File: src/design/stream_if.sv
/*
  Valid/ready stream carrying one payload of type T per transfer.
  A source holds valid and data until ready is seen high at a clock edge.
*/
interface stream_if #(
  parameter type T = logic
);

  logic valid;
  logic ready;
  T     data;

  // producer side.
  modport src (
    output valid,
    output data,
    input  ready
  );

  // consumer side.
  modport dst (
    input  valid,
    input  data,
    output ready
  );

endinterface

File: src/design/beat_fifo.sv
/*
  Synchronous FIFO with a first-word fall-through output.
  FIFO_DEPTH must be a power of two and at least 2, since the pointers wrap.
  Data has no reset; only pointers and count are cleared.
*/
module beat_fifo #(
  parameter type T          = logic,
  parameter int  FIFO_DEPTH = 4
) (
  input  logic  clk,
  input  logic  reset,
  stream_if.dst in,
  stream_if.src out
);

  localparam int PTR_W = $clog2(FIFO_DEPTH);

  T                 mem [FIFO_DEPTH];
  logic [PTR_W-1:0] wr_ptr;
  logic [PTR_W-1:0] rd_ptr;
  logic [PTR_W:0]   count;
  logic             push;
  logic             pop;

  assign in.ready  = (count < FIFO_DEPTH);
  assign out.valid = (count != '0);
  assign out.data  = mem[rd_ptr];

  assign push = in.valid && in.ready;
  assign pop  = out.valid && out.ready;

  always_ff @(posedge clk) begin
    if (push) begin
      mem[wr_ptr] <= in.data;
    end
  end

  always_ff @(posedge clk) begin
    if (reset) begin
      wr_ptr <= '0;
      rd_ptr <= '0;
      count  <= '0;
    end else begin
      if (push) begin
        wr_ptr <= wr_ptr + 1'b1;
      end
      if (pop) begin
        rd_ptr <= rd_ptr + 1'b1;
      end
      case ({push, pop})
        2'b10:   count <= count + 1'b1;
        2'b01:   count <= count - 1'b1;
        default: count <= count;
      endcase
    end
  end

  // a push must never land on an entry that has not been read yet.
  a_no_overwrite: assert property (
    @(posedge clk) disable iff (reset)
    push && (count != '0) |-> (wr_ptr != rd_ptr)
  ) else $error("beat_fifo: push into a full FIFO");

  a_count_bound: assert property (
    @(posedge clk) disable iff (reset)
    count <= FIFO_DEPTH
  ) else $error("beat_fifo: count above depth");

endmodule

File: src/flat_wrapper.sv
// flat-port wrapper written by rule: the top's interface ports become plain ports
module beat_fifo_flat 
#(
  parameter type T          = logic,
  parameter int  FIFO_DEPTH = 4
)
  (clk, reset, in_valid, in_data, in_ready, out_valid, out_data, out_ready);
  stream_if #(.T(T)) in_i ();
  stream_if #(.T(T)) out_i ();
  input  logic clk;
  input  logic reset;
  input wire logic [$bits(in_i.valid)-1:0] in_valid;
  input wire logic [$bits(in_i.data)-1:0] in_data;
  output wire logic [$bits(in_i.ready)-1:0] in_ready;
  output wire logic [$bits(out_i.valid)-1:0] out_valid;
  output wire logic [$bits(out_i.data)-1:0] out_data;
  input wire logic [$bits(out_i.ready)-1:0] out_ready;
  assign in_i.valid = in_valid;
  assign in_i.data = in_data;
  assign in_ready = in_i.ready;
  assign out_valid = out_i.valid;
  assign out_data = out_i.data;
  assign out_i.ready = out_ready;
  beat_fifo #(.T(T), .FIFO_DEPTH(FIFO_DEPTH)) u_core (.clk(clk), .reset(reset), .in(in_i), .out(out_i));
endmodule
File: config.mk
export PLATFORM = sky130hd
export DESIGN_NAME = beat_fifo_flat
export DESIGN_NICKNAME = d
export VERILOG_FILES = /design/src/design/stream_if.sv /design/src/design/beat_fifo.sv /design/src/flat_wrapper.sv
export SDC_FILE = /design/constraint.sdc
export NUM_CORES = 1
export LEC_CHECK = 0
export ABC_AREA = 0
export BUFFER_PORTS_ARGS = -buffer_cell sky130_fd_sc_hd__clkbuf_2
export CAP_MARGIN = 20
export CORE_MARGIN = 4
export CORE_UTILIZATION = 35
export CTS_BUF_LIST = sky130_fd_sc_hd__clkbuf_4
export DETAILED_ROUTE_END_ITERATION = 16
export GPL_ROUTABILITY_DRIVEN = 0
export PLACE_DENSITY = 0.64
export SLEW_MARGIN = 20
export SYNTH_ARGS = -nofsm -noshare
export SYNTH_HDL_FRONTEND = slang
export SYNTH_SLANG_ARGS = --single-unit
File: constraint.sdc
create_clock -name clk -period 1.7 [get_ports clk]
set_clock_uncertainty 0.05 [all_clocks]
set_input_delay 0.085 -clock clk [delete_from_list [all_inputs] [get_ports clk]]
set_output_delay 0.085 -clock clk [all_outputs]
set_load 0.02 [all_outputs]
==> results.yml <==
clock_network:
  htree_levels: 1
  cts_buffer_depth: 2
  cts_tree: "yes"
  cts_sinks: 13
  clock-root-buffer: "clkbuf_4"
  worst_skew_pair.late_latency_ns: 0.26
  clkTransAtPathRegs_ns: 0.08
  numCtsBuffers: 3
sta:
  relSlewSlack_pct: 80.90
  min_period_ns: 1.744
  tightest_slew_ns: 0.2821
  fmax_mhz: 573.5
  setup_ws_ns: -0.04364
  slew_violations: 0
  fin_crit_sh_pct: 102.6
  setup_viol: 1
  rsz0062_at_grt: "true"
  finalHoldViolCount: 0
drt:
  first_pass_iters: 1
  drtAntennaViolNets: 0
  via_count: 410
  wl_um: 937
  drt_iter0_drc: 0
  route.detailed.drc: 0
  routed_via_density: 4.607
  routedWlPerCell_um: 10.53
worst_setup_path:
  reg2reg_from: "u_core.count[2]"
  rrSetupSlack_ns: -0.04
  cp_max_fo: 5
  cp-startpoint: "u_core.count[2]"
  end_kind: "register"
  r2r_end: "u_core.count[2]"
  crit_cells: 7
  critical_path_class: "register to register"
  reg2reg_depth: 7
  cp_top_family: "adder cells"
  max_stage_delay_ns: 0.38
  cp-start-kind: "register"
  endpoint: "u_core.count[2]"
  cp.required_ns: 1.85
  crit_chain: "o31a_4 > ha_4 > inv_2 > fa_2 > xor2_1 > or3_1 > a21oi_2"
  crit_slowest_cell: "dfxtp_4"
  crit_arrival_ns: 1.89
  crit_buf_inv: 1
status:
  violations: "setup timing"
  status: "finished, violations left"
hold_path:
  hp-start: "reset"
  hp-class: "primary input to register"
  holdPathStages: 2
placed_design:
  dp.cells: 82
  dpl_cell_area_um2: 715.7
  pre_cts_slack_ns: -0.07795
  hpwl_um: 689.6
  io_buffer_count: 7
job:
  cap_violations: 0
global_routing:
  antenna_found_initial: 0
  grt_pass1_vias: 389
  overflow: 0
  grt_pass1_wl_um: 1587
  grt_max_degree: 9
  grt.total_usage_pct: 8.481
synth:
  synth_area_um2: 608.1
  async_reset_ff_share_pct: 0
  yosysTopAreaCellShare_pct: 29.63
  synth_nets: 66
  ys_ff_latch: 13
  yosysTopAreaCell: "dfxtp_1"
  ys_seq_area_share_pct: 49.38
  syn_area_per_cell_um2: 11.06
  yosysWarnings: 0
  synth.area.top_cells: "dfxtp_1 (30%), edfxtp_1 (20%), ha_1 (10%)"
  synth_flop_cell: "dfxtp_1"
  synthCells: 55
  ys_types: 21
  synth_edf_count: 4
power:
  power.density_nw_per_um2: 1651
  irDropWorstVdd_mv: 0.7356
  intPower_mw: 0.8487
  p_leak_nw: 0.3374
  power_frac_clock_pct: 15.2
  seq_power_share_pct: 36.7
  comb_power_share_pct: 48.1
  p_sw_mw: 0.4506
  p_total_mw: 1.299
  power.share.switching_pct: 34.68
layout:
  area_growth_syn_to_layout_pct: 29.42
  final_area_um2: 787.0
  insertedDiodeCount: 0
  nets: 85
  final_cell_count_no_fill: 89
  layout-drive-gt1-share_pct: 41.10
  most-common-layout-cells: "nor2_1 (8), buf_4 (8), clkbuf_2 (7)"
  final.fill_count: 152
floorplanning:
  pin_count: 8
  die_area_um2: 2468
  die_x_um: 49.68
  initial_core_util_pct: 38.57
  core_um2: 1577
  die_h_um: 49.68
  rows: 14
## cell families after synthesis
family          after synthesis  share of synthesized area [%]
simple gates                 15                          11.93
mux                           2                          5.350
buf+inv                       9                          5.761
xor+xnor                      5                          8.438
flops                        13                          49.38
fa+ha+maj                     6                          13.58
compound gates                5                          5.555
## layout make-up
cell class,instances,area [um2],share of cell area [%]
multi-input cells,33,299.0,38.00
inverters,7,26.28,3.339
repair buffers,16,105.1,13.35
flip-flops and latches,13,306.5,38.95
clock buffers,4,30.03,3.816
well taps,16,20.02,2.544
## power by group through the flow
stage	combinational (mW)	clock, mW	sequential (mW)
after global placement	0.560	0	0.470
after CTS	0.605	0.208	0.480
after detailed placement	0.572	0	0.472
final	0.625	0.197	0.477
after floorplan	0.397	0	0.469
after global routing	0.691	0.223	0.490
## timing repair
| action | in CTS | in global routing |
|---|---|---|
| hold buffers | 1 | 0 |
| hold endpoints to repair | 4 | 0 |
| endpoints found under the setup margin | 1 | 2 |
| gates resized for setup | 4 | 1 |
| setup buffers | 1 | 1 |
| pin swaps | 3 | 3 |
## layer usage
metal / share of wire [%] / wire length, um / up-vias / track usage, %
li1: - / - / 212 / -
met1: 46 / 435 / 191 / 9.907
met2: 50 / 464 / 5 / 14.54
met3: 2.5 / 23 / 2 / 0.9036
met4: 1.5 / 14 / 0 / 5.530
met5: 0 / 0 / - / 0
## cell usage after synthesis, types with 2 or more instances
cell	count
nor2_1	8
xor2_1	3
and2_1	4
edfxtp_1	4
a21oi_1	2
dfxtp_1	9
inv_1	7
ha_1	5
## worst min path at each step
| stage | end | slack, ns |
|---|---|---|
| after detailed placement | u_core.mem[2] | 0.26 |
| after global placement | u_core.mem[2] | 0.26 |
| after CTS | u_core.count[2] | 0.02 |
| after floorplan | u_core.mem[0] | 0.13 |
| final | u_core.count[2] | 0.03 |
| after global routing | u_core.count[2] | 0.03 |
## stage by stage
stage / hold WS [ns] / setup TNS [ns] / utilization, %
after CTS: 0.02239 / -0.03155 / 49.21
final: 0.03060 / -0.04364 / 49.92
after global routing: 0.03211 / -0.1265 / 49.92
after global placement: 0.2623 / -0.04432 / 45.40
after floorplan: 0.1339 / -0.04568 / -
after detailed placement: 0.2629 / -0.07795 / 45.40
Power figures use the tool's default switching activity.
